File: config.mk
export PLATFORM = sky130hd
export DESIGN_NAME = noc_axi_subsystem_top
export DESIGN_NICKNAME = d
export VERILOG_FILES = /design/src/source/noc_pkg.sv /design/src/source/noc_address_decoder.sv /design/src/source/noc_axi_subsystem_top.sv /design/src/source/noc_flit_fifo.sv /design/src/source/noc_memory_endpoint.sv /design/src/source/noc_router.sv /design/src/source/noc_slave_adapter_fsm.sv /design/src/source/noc_wait_timer.sv
export VERILOG_INCLUDE_DIRS = /design/src /design/src/source
export SDC_FILE = /design/constraint.sdc
export NUM_CORES = 2
export LEC_CHECK = 0
export BUFFER_PORTS_ARGS = -buffer_cell sky130_fd_sc_hd__buf_2
export CELL_PAD_IN_SITES_DETAIL_PLACEMENT = 1
export CELL_PAD_IN_SITES_GLOBAL_PLACEMENT = 2
export CORE_MARGIN = 5
export CORE_UTILIZATION = 48
export CTS_CLUSTER_SIZE = 8
export DETAILED_ROUTE_END_ITERATION = 12
export GPL_TIMING_DRIVEN = 0
export PLACE_DENSITY_LB_ADDON = 0.25
export SLEW_MARGIN = 20
export SYNTH_ARGS = -nofsm -noshare
export SYNTH_HDL_FRONTEND = slang
export SYNTH_SLANG_ARGS = --single-unit
File: constraint.sdc
create_clock -name i_clk -period 11.25 [get_ports i_clk]
set_clock_uncertainty 0.2 [all_clocks]
set_input_delay 2.25 -clock i_clk [delete_from_list [all_inputs] [get_ports i_clk]]
set_output_delay 2.25 -clock i_clk [all_outputs]
set_load 0.05 [all_outputs]
File: src/source/noc_settings.svh
`ifndef NOC_SETTINGS_SVH
`define NOC_SETTINGS_SVH

// axi-lite address and data widths.
`define NOC_ADDR_W 16
`define NOC_DATA_W 32

// flit fifo entries.
`define NOC_FIFO_DEPTH 2

// cycles an endpoint waits before it answers.
`define NOC_ENDPOINT_WAIT 3

`endif

File: src/source/noc_pkg.sv
`default_nettype none

`include "noc_settings.svh"

package noc_pkg;
  typedef logic [1:0] noc_node_t; // 0 is the adapter.

  typedef enum logic [1:0] {
    OKAY   = 2'd0,
    SLVERR = 2'd2,
    DECERR = 2'd3
  } axi_resp_t;

  typedef struct packed {
    logic [`NOC_ADDR_W-1:0] addr;
  } axi_aw_t;

  typedef struct packed {
    logic [`NOC_ADDR_W-1:0] addr;
  } axi_ar_t;

  typedef struct packed {
    logic [`NOC_DATA_W-1:0] data;
  } axi_w_t;

  typedef struct packed {
    axi_resp_t resp;
  } axi_b_t;

  typedef struct packed {
    logic [`NOC_DATA_W-1:0] data;
    axi_resp_t              resp;
  } axi_r_t;

  typedef struct packed {
    noc_node_t              dst;
    noc_node_t              src;
    logic                   is_write;
    logic [3:0]             word;   // address bits 5:2.
    logic [`NOC_DATA_W-1:0] wdata;
  } noc_req_flit_t;

  typedef struct packed {
    noc_node_t              dst;
    noc_node_t              src;
    logic                   is_write;
    logic [`NOC_DATA_W-1:0] rdata;
    axi_resp_t              resp;
  } noc_rsp_flit_t;

  typedef struct packed {
    noc_node_t id;
    logic      decode_error;
  } noc_decode_t;
endpackage

`default_nettype wire

File: src/source/noc_address_decoder.sv
`timescale 1ns/1ps
`default_nettype none

`include "noc_settings.svh"

module noc_address_decoder (
  input  logic [`NOC_ADDR_W-1:0] i_addr,
  output noc_pkg::noc_decode_t   o_decode
);
  import noc_pkg::*;

  // top two address bits pick the node.
  always_comb begin
    o_decode = '0;
    case (i_addr[`NOC_ADDR_W-1 -: 2])
      2'd0: begin
        o_decode.id = noc_node_t'(1);
      end
      2'd1: begin
        o_decode.id = noc_node_t'(2);
      end
      default: begin
        o_decode.decode_error = 1'b1; // no node behind codes 2 and 3.
      end
    endcase
  end
endmodule

`default_nettype wire

File: src/source/noc_axi_subsystem_top.sv
`timescale 1ns/1ps
`default_nettype none

`include "noc_settings.svh"

module noc_axi_subsystem_top (
  input  logic             i_clk,
  input  logic             i_rst_n,
  input  logic             i_aw_valid,
  output logic             o_aw_ready,
  input  noc_pkg::axi_aw_t i_aw,
  input  logic             i_w_valid,
  output logic             o_w_ready,
  input  noc_pkg::axi_w_t  i_w,
  output logic             o_b_valid,
  input  logic             i_b_ready,
  output noc_pkg::axi_b_t  o_b,
  input  logic             i_ar_valid,
  output logic             o_ar_ready,
  input  noc_pkg::axi_ar_t i_ar,
  output logic             o_r_valid,
  input  logic             i_r_ready,
  output noc_pkg::axi_r_t  o_r
);
  import noc_pkg::*;

  logic [`NOC_ADDR_W-1:0] dec_addr;
  noc_decode_t            decode;
  logic                   req_valid;
  logic                   req_ready;
  noc_req_flit_t          req;
  logic                   rsp_valid;
  logic                   rsp_ready;
  noc_rsp_flit_t          rsp;
  logic                   req1_valid;
  logic                   req1_ready;
  noc_req_flit_t          req1;
  logic                   req2_valid;
  logic                   req2_ready;
  noc_req_flit_t          req2;
  logic                   rsp1_valid;
  logic                   rsp1_ready;
  noc_rsp_flit_t          rsp1;
  logic                   rsp2_valid;
  logic                   rsp2_ready;
  noc_rsp_flit_t          rsp2;

  noc_address_decoder u_decoder (
    .i_addr   (dec_addr),
    .o_decode (decode  )
  );

  noc_slave_adapter_fsm u_adapter (
    .i_clk       (i_clk     ),
    .i_rst_n     (i_rst_n   ),
    .i_aw_valid  (i_aw_valid),
    .i_aw        (i_aw      ),
    .i_w_valid   (i_w_valid ),
    .i_w         (i_w       ),
    .i_ar_valid  (i_ar_valid),
    .i_ar        (i_ar      ),
    .i_b_ready   (i_b_ready ),
    .i_r_ready   (i_r_ready ),
    .o_aw_ready  (o_aw_ready),
    .o_w_ready   (o_w_ready ),
    .o_ar_ready  (o_ar_ready),
    .o_b_valid   (o_b_valid ),
    .o_b         (o_b       ),
    .o_r_valid   (o_r_valid ),
    .o_r         (o_r       ),
    .o_dec_addr  (dec_addr  ),
    .i_decode    (decode    ),
    .o_req_valid (req_valid ),
    .o_req       (req       ),
    .i_req_ready (req_ready ),
    .i_rsp_valid (rsp_valid ),
    .i_rsp       (rsp       ),
    .o_rsp_ready (rsp_ready )
  );

  noc_router u_router (
    .i_req_valid  (req_valid ),
    .i_req        (req       ),
    .o_req_ready  (req_ready ),
    .o_req1_valid (req1_valid),
    .o_req1       (req1      ),
    .i_req1_ready (req1_ready),
    .o_req2_valid (req2_valid),
    .o_req2       (req2      ),
    .i_req2_ready (req2_ready),
    .i_rsp1_valid (rsp1_valid),
    .i_rsp1       (rsp1      ),
    .o_rsp1_ready (rsp1_ready),
    .i_rsp2_valid (rsp2_valid),
    .i_rsp2       (rsp2      ),
    .o_rsp2_ready (rsp2_ready),
    .o_rsp_valid  (rsp_valid ),
    .o_rsp        (rsp       ),
    .i_rsp_ready  (rsp_ready )
  );

  noc_memory_endpoint #(
    .NODE_ID (noc_node_t'(1))
  ) u_endpoint1 (
    .i_clk       (i_clk     ),
    .i_rst_n     (i_rst_n   ),
    .i_req_valid (req1_valid),
    .i_req       (req1      ),
    .o_req_ready (req1_ready),
    .o_rsp_valid (rsp1_valid),
    .o_rsp       (rsp1      ),
    .i_rsp_ready (rsp1_ready)
  );

  noc_memory_endpoint #(
    .NODE_ID (noc_node_t'(2))
  ) u_endpoint2 (
    .i_clk       (i_clk     ),
    .i_rst_n     (i_rst_n   ),
    .i_req_valid (req2_valid),
    .i_req       (req2      ),
    .o_req_ready (req2_ready),
    .o_rsp_valid (rsp2_valid),
    .o_rsp       (rsp2      ),
    .i_rsp_ready (rsp2_ready)
  );
endmodule

`default_nettype wire

File: src/source/noc_flit_fifo.sv
`timescale 1ns/1ps
`default_nettype none

`include "noc_settings.svh"

module noc_flit_fifo #(
  parameter type flit_t = noc_pkg::noc_req_flit_t
)(
  input  logic  i_clk,
  input  logic  i_rst_n,
  input  logic  i_push,
  input  flit_t i_data,
  output logic  o_full,
  input  logic  i_pop,
  output flit_t o_data,
  output logic  o_empty
);
  localparam int DEPTH = `NOC_FIFO_DEPTH;
  localparam int PTR_W = (DEPTH > 1) ? $clog2(DEPTH) : 1;
  localparam int CNT_W = $clog2(DEPTH + 1);

  flit_t            mem [DEPTH];
  logic [PTR_W-1:0] wr_ptr;
  logic [PTR_W-1:0] rd_ptr;
  logic [CNT_W-1:0] count;

  assign o_full  = count == CNT_W'(DEPTH);
  assign o_empty = count == '0;
  assign o_data  = mem[rd_ptr]; // head shows without a pop.

  always_ff @(posedge i_clk) begin
    if (i_push) mem[wr_ptr] <= i_data;
  end

  always_ff @(posedge i_clk) begin
    if (!i_rst_n) begin
      wr_ptr <= '0;
      rd_ptr <= '0;
      count  <= '0;
    end else begin
      if (i_push) wr_ptr <= (wr_ptr == PTR_W'(DEPTH - 1)) ? '0 : wr_ptr + 1'b1;
      if (i_pop)  rd_ptr <= (rd_ptr == PTR_W'(DEPTH - 1)) ? '0 : rd_ptr + 1'b1;
      if (i_push && !i_pop) begin
        count <= count + 1'b1;
      end else if (i_pop && !i_push) begin
        count <= count - 1'b1;
      end
    end
  end

  a_no_overrun: assert property (@(posedge i_clk) disable iff (!i_rst_n)
    !(i_push && o_full) && !(i_pop && o_empty));
endmodule

`default_nettype wire

File: src/source/noc_memory_endpoint.sv
`timescale 1ns/1ps
`default_nettype none

`include "noc_settings.svh"

module noc_memory_endpoint #(
  parameter noc_pkg::noc_node_t NODE_ID = noc_pkg::noc_node_t'(1)
)(
  input  logic                   i_clk,
  input  logic                   i_rst_n,
  input  logic                   i_req_valid,
  input  noc_pkg::noc_req_flit_t i_req,
  output logic                   o_req_ready,
  output logic                   o_rsp_valid,
  output noc_pkg::noc_rsp_flit_t o_rsp,
  input  logic                   i_rsp_ready
);
  import noc_pkg::*;

  localparam int WORDS = 16;

  logic [`NOC_DATA_W-1:0] mem [WORDS];
  noc_req_flit_t          head;
  noc_req_flit_t          cur;
  logic                   req_full;
  logic                   req_empty;
  logic                   busy;
  logic                   pop;
  logic                   timer_done;

  assign o_req_ready = !req_full;
  assign pop         = !busy && !req_empty; // one request in service at a time.

  always_ff @(posedge i_clk) begin
    if (!i_rst_n) begin
      busy        <= 1'b0;
      o_rsp_valid <= 1'b0;
    end else begin
      if (pop) begin
        busy <= 1'b1;
      end else if (o_rsp_valid && i_rsp_ready) begin
        busy <= 1'b0;
      end
      if (timer_done) begin
        o_rsp_valid <= 1'b1;
      end else if (i_rsp_ready) begin
        o_rsp_valid <= 1'b0;
      end
    end
  end

  always_ff @(posedge i_clk) begin
    if (!i_rst_n) begin
      for (int i = 0; i < WORDS; i++) mem[i] <= '0;
    end else if (timer_done && cur.is_write) begin
      mem[cur.word] <= cur.wdata;
    end
  end

  always_ff @(posedge i_clk) begin
    if (pop) cur <= head;
    if (timer_done) begin
      o_rsp.dst      <= cur.src;   // back to the requester.
      o_rsp.src      <= NODE_ID;
      o_rsp.is_write <= cur.is_write;
      o_rsp.rdata    <= cur.is_write ? '0 : mem[cur.word];
      o_rsp.resp     <= OKAY;
    end
  end

  noc_flit_fifo #(
    .flit_t (noc_req_flit_t)
  ) u_req_fifo (
    .i_clk   (i_clk                     ),
    .i_rst_n (i_rst_n                   ),
    .i_push  (i_req_valid && !req_full  ),
    .i_data  (i_req                     ),
    .o_full  (req_full                  ),
    .i_pop   (pop                       ),
    .o_data  (head                      ),
    .o_empty (req_empty                 )
  );

  noc_wait_timer u_wait_timer (
    .i_clk   (i_clk     ),
    .i_rst_n (i_rst_n   ),
    .i_start (pop       ),
    .o_done  (timer_done)
  );
endmodule

`default_nettype wire

File: src/source/noc_router.sv
`timescale 1ns/1ps
`default_nettype none

module noc_router (
  input  logic                   i_req_valid,
  input  noc_pkg::noc_req_flit_t i_req,
  output logic                   o_req_ready,
  output logic                   o_req1_valid,
  output noc_pkg::noc_req_flit_t o_req1,
  input  logic                   i_req1_ready,
  output logic                   o_req2_valid,
  output noc_pkg::noc_req_flit_t o_req2,
  input  logic                   i_req2_ready,
  input  logic                   i_rsp1_valid,
  input  noc_pkg::noc_rsp_flit_t i_rsp1,
  output logic                   o_rsp1_ready,
  input  logic                   i_rsp2_valid,
  input  noc_pkg::noc_rsp_flit_t i_rsp2,
  output logic                   o_rsp2_ready,
  output logic                   o_rsp_valid,
  output noc_pkg::noc_rsp_flit_t o_rsp,
  input  logic                   i_rsp_ready
);
  import noc_pkg::*;

  logic to_node1;
  logic to_node2;

  assign to_node1     = i_req.dst == noc_node_t'(1);
  assign to_node2     = i_req.dst == noc_node_t'(2);
  assign o_req1_valid = i_req_valid && to_node1;
  assign o_req2_valid = i_req_valid && to_node2;
  assign o_req1       = i_req;
  assign o_req2       = i_req;
  assign o_req_ready  = (to_node1 && i_req1_ready) || (to_node2 && i_req2_ready);

  // endpoint 1 wins when both answer.
  assign o_rsp_valid  = i_rsp1_valid || i_rsp2_valid;
  assign o_rsp        = i_rsp1_valid ? i_rsp1 : i_rsp2;
  assign o_rsp1_ready = i_rsp_ready;
  assign o_rsp2_ready = i_rsp_ready && !i_rsp1_valid;

  always_comb begin
    if (i_req_valid) begin
      a_dst_valid: assert (to_node1 || to_node2)
        else $error("request flit to unrouted node %0d", i_req.dst);
    end
  end
endmodule

`default_nettype wire

File: src/source/noc_slave_adapter_fsm.sv
`timescale 1ns/1ps
`default_nettype none

`include "noc_settings.svh"

module noc_slave_adapter_fsm (
  input  logic                   i_clk,
  input  logic                   i_rst_n,
  input  logic                   i_aw_valid,
  input  noc_pkg::axi_aw_t       i_aw,
  input  logic                   i_w_valid,
  input  noc_pkg::axi_w_t        i_w,
  input  logic                   i_ar_valid,
  input  noc_pkg::axi_ar_t       i_ar,
  input  logic                   i_b_ready,
  input  logic                   i_r_ready,
  output logic                   o_aw_ready,
  output logic                   o_w_ready,
  output logic                   o_ar_ready,
  output logic                   o_b_valid,
  output noc_pkg::axi_b_t        o_b,
  output logic                   o_r_valid,
  output noc_pkg::axi_r_t        o_r,
  output logic [`NOC_ADDR_W-1:0] o_dec_addr,
  input  noc_pkg::noc_decode_t   i_decode,
  output logic                   o_req_valid,
  output noc_pkg::noc_req_flit_t o_req,
  input  logic                   i_req_ready,
  input  logic                   i_rsp_valid,
  input  noc_pkg::noc_rsp_flit_t i_rsp,
  output logic                   o_rsp_ready
);
  import noc_pkg::*;

  localparam noc_node_t ADAPTER_NODE = noc_node_t'(0);

  typedef enum logic [1:0] {
    IDLE,
    SEND,
    WAIT,
    RESP
  } state_t;

  state_t        state;
  state_t        state_next;
  logic          take_write;
  logic          take_read;
  logic          dec_err_q;
  logic          rsp_full;
  logic          rsp_empty;
  logic          rsp_pop;
  noc_rsp_flit_t rsp_head;

  assign take_write  = (state == IDLE) && i_aw_valid && i_w_valid; // write wins.
  assign take_read   = (state == IDLE) && i_ar_valid && !(i_aw_valid && i_w_valid);
  assign o_aw_ready  = take_write;
  assign o_w_ready   = take_write;
  assign o_ar_ready  = take_read;
  assign o_dec_addr  = (i_aw_valid && i_w_valid) ? i_aw.addr : i_ar.addr;
  assign o_req_valid = (state == SEND) && !dec_err_q;
  assign rsp_pop     = (state == WAIT) && !rsp_empty;
  assign o_rsp_ready = !rsp_full;
  assign o_b_valid   = (state == RESP) && o_req.is_write;
  assign o_r_valid   = (state == RESP) && !o_req.is_write;

  always_comb begin
    state_next = state;
    case (state)
      IDLE: if (take_write || take_read) state_next = SEND;
      SEND: begin
        if (dec_err_q) begin
          state_next = RESP; // answered here, no flit.
        end else if (i_req_ready) begin
          state_next = WAIT;
        end
      end
      WAIT: if (!rsp_empty) state_next = RESP;
      RESP: if ((o_b_valid && i_b_ready) || (o_r_valid && i_r_ready)) state_next = IDLE;
      default: state_next = IDLE;
    endcase
  end

  always_ff @(posedge i_clk) begin
    if (!i_rst_n) begin
      state <= IDLE;
    end else begin
      state <= state_next;
    end
  end

  always_ff @(posedge i_clk) begin
    if (take_write || take_read) begin
      o_req.dst      <= i_decode.id;
      o_req.src      <= ADAPTER_NODE;
      o_req.is_write <= take_write;
      o_req.word     <= o_dec_addr[5:2];
      o_req.wdata    <= i_w.data;
      dec_err_q      <= i_decode.decode_error;
    end
    if ((state == SEND) && dec_err_q) begin
      o_b.resp <= DECERR;
      o_r.data <= '0;
      o_r.resp <= DECERR;
    end else if (rsp_pop) begin
      o_b.resp <= rsp_head.resp;
      o_r.data <= rsp_head.rdata;
      o_r.resp <= rsp_head.resp;
    end
  end

  noc_flit_fifo #(
    .flit_t (noc_rsp_flit_t)
  ) u_rsp_fifo (
    .i_clk   (i_clk                     ),
    .i_rst_n (i_rst_n                   ),
    .i_push  (i_rsp_valid && !rsp_full  ),
    .i_data  (i_rsp                     ),
    .o_full  (rsp_full                  ),
    .i_pop   (rsp_pop                   ),
    .o_data  (rsp_head                  ),
    .o_empty (rsp_empty                 )
  );

  a_req_stable: assert property (@(posedge i_clk) disable iff (!i_rst_n)
    o_req_valid && !i_req_ready |=> o_req_valid && $stable(o_req));

  // the single outstanding request is the only one a response can belong to.
  a_rsp_match: assert property (@(posedge i_clk) disable iff (!i_rst_n)
    rsp_pop |-> (rsp_head.dst == ADAPTER_NODE) && (rsp_head.src == o_req.dst)
                && (rsp_head.is_write == o_req.is_write));
endmodule

`default_nettype wire

File: src/source/noc_wait_timer.sv
`timescale 1ns/1ps
`default_nettype none

`include "noc_settings.svh"

module noc_wait_timer (
  input  logic i_clk,
  input  logic i_rst_n,
  input  logic i_start,
  output logic o_done
);
  localparam int WAIT  = `NOC_ENDPOINT_WAIT;
  localparam int CNT_W = $clog2(WAIT + 1);

  logic [CNT_W-1:0] count;

  assign o_done = count == CNT_W'(1); // last wait cycle.

  always_ff @(posedge i_clk) begin
    if (!i_rst_n) begin
      count <= '0;
    end else if (i_start) begin
      count <= CNT_W'(WAIT);
    end else if (count != '0) begin
      count <= count - 1'b1;
    end
  end

  a_start_idle: assert property (@(posedge i_clk) disable iff (!i_rst_n)
    i_start |-> (count == '0));
endmodule

`default_nettype wire

==> out/qor.yml <==
die:
  io_pins: 112
  initial_core_util_pct: 48.4
  core_area_um2: 128000
  num_rows: 131
  fp.dieW_um: 369
  die_h_um: 369
  dieArea_um2: 136000
worst_hold_path:
  hold_path_class: "flip-flop to flip-flop"
  min_path_cells: 2
  whs_endpoint: "u_adapter.o_r[7]$_SDFFE_PP0P_"
  hp-start: "u_adapter.o_r[7]$_SDFFE_PP0P_"
placement:
  place_hpwl_mm: 127
  portBuffers: 91
  routabilityCongestion: 0.888
route:
  dr.pass1.iters: 5
  wl_met3_mm: 15.1
  avgRoutedWirePerCell_um: 30.2
  wl_met1_mm: 78.5
  finalWirelength_mm: 180
  topRoutingLayerUsed: "met5"
  num_vias: 34900
  post-route-drc-count: 0
  routed-wl-met2_mm: 82.3
  vias_per_cell: 5.85
  drt_iter0_markers: 3705
  ant_nets: 0
logic_synthesis:
  syn_area_per_cell_um2: 16.0
  syn-cell-area_um2: 61900
  synth_top_area_cell: "edfxtp_1"
  syn_nets: 3942
  ys_types: 43
  yosys-top-cells-count: "edfxtp_1 (1414), and2_1 (1035), clkbuf_1 (244), mux2_2 (239), mux2i_1 (165)"
  yosysSeqAreaShare_pct: 70.4
  synthFlopType: "edfxtp_1"
  synth_area_leaders: "edfxtp_1 (69%), and2_1 (10%), mux4_2 (4.7%)"
  yosys_register_bits: 1469
  ys_warn_count: 0
  synth_top_area_share_pct: 68.6
  yosysMostFrequentCell: "edfxtp_1"
  async_flop_share_pct: 0
  synth-edff-count: 1414
  netlist_instances: 3859
timing:
  setup_viol: 0
  fmax_ghz: 0.181
  layout_min_cycle_time_ns: 5.52
  finalHoldViolCount: 0
  worst_pin_slew_ns: 1.25
  max_slew_margin_pct: 15.9
  hold_ws_ns: 0.298
  rsz0062_at_grt: "false"
  post-route-period-util_pct: 49.1
  slew_violations: 0
  setup-tns-final_ns: 0
clocking:
  htree_levels: 4
  cts_buffer_depth: 3
  post_cts_buffers: 0
  post_cts_resized: 0
  root_buffer: "clkbuf_16"
  path_clk_slew_ns: 0.05
  clkSinkCount: 1469
  ctsHoldBuffers: 0
  cts_tree: "yes"
  numCtsBuffers: 201
  clk_latency_ns: 0.83
setup_path:
  r2r_start: "u_endpoint2.cur[32]$_DFFE_PP_"
  arrival_ns: 3.07
  cp.required_ns: 8.80
  ff2ff_setup_slack_ns: 7.43
  rr_worst_depth: 6
  path_class: "input port to output pin"
  end_kind: "output pin"
  crit_path_start_kind: "input port"
  worstPathMaxFanout: 8
  reg2reg_to: "u_endpoint2.o_rsp[22]$_SDFFCE_PP0N_"
power:
  swShare_pct: 33.0
  pwr-share-clk_pct: 33.0
  irDropWorstVdd_mv: 0.164
  combPwrFrac_pct: 23.9
  power_leakage_uw: 0.0256
  p_sw_uw: 5580
  internal-power_uw: 11300
  power.density_nw_per_um2: 236
  p_seq_share_pct: 43.2
  p_total_uw: 16900
global_route:
  grt_max_degree: 41
  grt_first_pass_wirelength_mm: 257
  grt_pass1_vias: 36300
  grtUsageTotal_pct: 26.4
  antenna_found_initial: 10
  overflow: 0
finish:
  n_fill_cell: 11700
  drive_gt1_share_pct: 19.7
  layout.nets: 4298
  syn_to_final_growth_pct: 15.8
outcome:
  status: "finished, final reports clean"
job:
  cap_violations: 0
flip-flops by register name, summed over array words and instances (netlist names), 2 cells and up:
name / flops
u_endpoint2.u_wait_timer.count: 2
u_adapter.u_rsp_fifo.mem: 64
u_endpoint1.mem: 512
u_adapter.o_r: 32
u_endpoint1.cur: 37
u_endpoint1.u_wait_timer.count: 2
u_adapter.state: 2
u_adapter.u_rsp_fifo.count: 2
u_endpoint2.mem: 512
u_endpoint2.o_rsp: 32
u_endpoint2.u_req_fifo.mem: 74
u_endpoint2.u_req_fifo.count: 2
u_endpoint1.o_rsp: 32
u_endpoint1.u_req_fifo.mem: 74
u_adapter.o_req: 39
u_endpoint2.cur: 37
u_endpoint1.u_req_fifo.count: 2
layout by cell type, fill, tap and decap left out, types with 55 or more instances in the layout:
master	netlist	routed
nor2_1	68	68
mux2i_1	165	165
and2_1	1035	1032
mux4_2	128	128
clkbuf_1	244	317
buf_2	40	140
dfxtp_1	55	55
edfxtp_1	1414	1414
a22oi_1	119	119
mux2_2	239	239
o221ai_1	55	55
clkbuf_16	0	201
cell families (layout without fill, tap and decap cells):
kind of cell / count (synthesis) / in the layout / share of synthesized area (%)
AO/OA/AOI/OAI: 337 / 337 / 3.87
flip-flops: 1469 / 1469 / 70.4
multiplexers: 532 / 532 / 11.7
XOR/XNOR: 11 / 11 / 0.156
buffers and inverters: 317 / 765 / 2.08
AND/OR/NAND/NOR: 1181 / 1181 / 11.6
other: 0 / 4 / 0
adder cells (fa/ha/maj): 12 / 12 / 0.242
power groups by stage:
stage          Clock (uW)  Combinational [uW]  Sequential, uW
5_1_grt              5920                4220            7340
6_report             5580                4040            7300
3_5_place_dp            0                4000            7390
3_3_place_gp            0                3800            7400
4_1_cts              5650                4030            7290
2_1_floorplan           0                2120            7290
routing by layer:
| layer | track usage (%) | vias up |
|---|---|---|
| met1 | 37.8 | 18300 |
| met4 | 7.08 | 2 |
| met2 | 40.5 | 1326 |
| met5 | 0 | - |
| li1 | - | 15100 |
| met3 | 6.72 | 217 |
how the worst max path moves through the flow:
| stage | from | cells past startpoint | slack (ns) | end |
|---|---|---|---|---|
| after CTS | i_aw_valid | 4 | 5.72 | o_ar_ready |
| final | i_aw_valid | 4 | 5.73 | o_ar_ready |
| after detailed placement | i_rst_n | 6 | 5.68 | u_endpoint1.mem[12][25]$_SDFFCE_PN0P_ |
| after global routing | i_aw_valid | 4 | 5.65 | o_ar_ready |
| after global placement | i_rst_n | 4 | 2.95 | u_endpoint2.mem[15][19]$_SDFFCE_PN0P_ |
| after floorplan | i_rst_n | 4 | 5.58 | u_endpoint1.mem[15][0]$_SDFFCE_PN0P_ |
cell type report:
class / instances / area, um^2 / share of cell area (%)
clock buffer: 280 / 5340 / 7.44
multi-input combinational: 2073 / 17400 / 24.3
buffer: 306 / 1250 / 1.74
tap: 1662 / 2080 / 2.90
inverter: 11 / 41.3 / 0.0576
sequential: 1469 / 43600 / 60.7
clock inverter: 15 / 382 / 0.532
timing repair buffer: 153 / 1650 / 2.29
antenna: 4 / 10.0 / 0.0140
through the flow:
stage / instance area, um^2 / util, % / worst slack [ns] / cells
3_5_place_dp: 66000 / 51.6 / 5.68 / 5674
6_report: 71700 / 56.1 / 5.73 / 5973
4_1_cts: 71700 / 56.1 / 5.72 / 5969
2_1_floorplan: 61900 / - / 5.58 / 3859
3_3_place_gp: 64500 / 50.4 / 2.95 / 5612
5_1_grt: 71700 / 56.1 / 5.65 / 5969
worst max-delay path, stage by stage:
cell and delay [ns]:
buf_2 0.10, nand2_1 0.24, and3_1 0.21, buf_2 0.27
No activity file was read; power rests on OpenSTA's default activity.
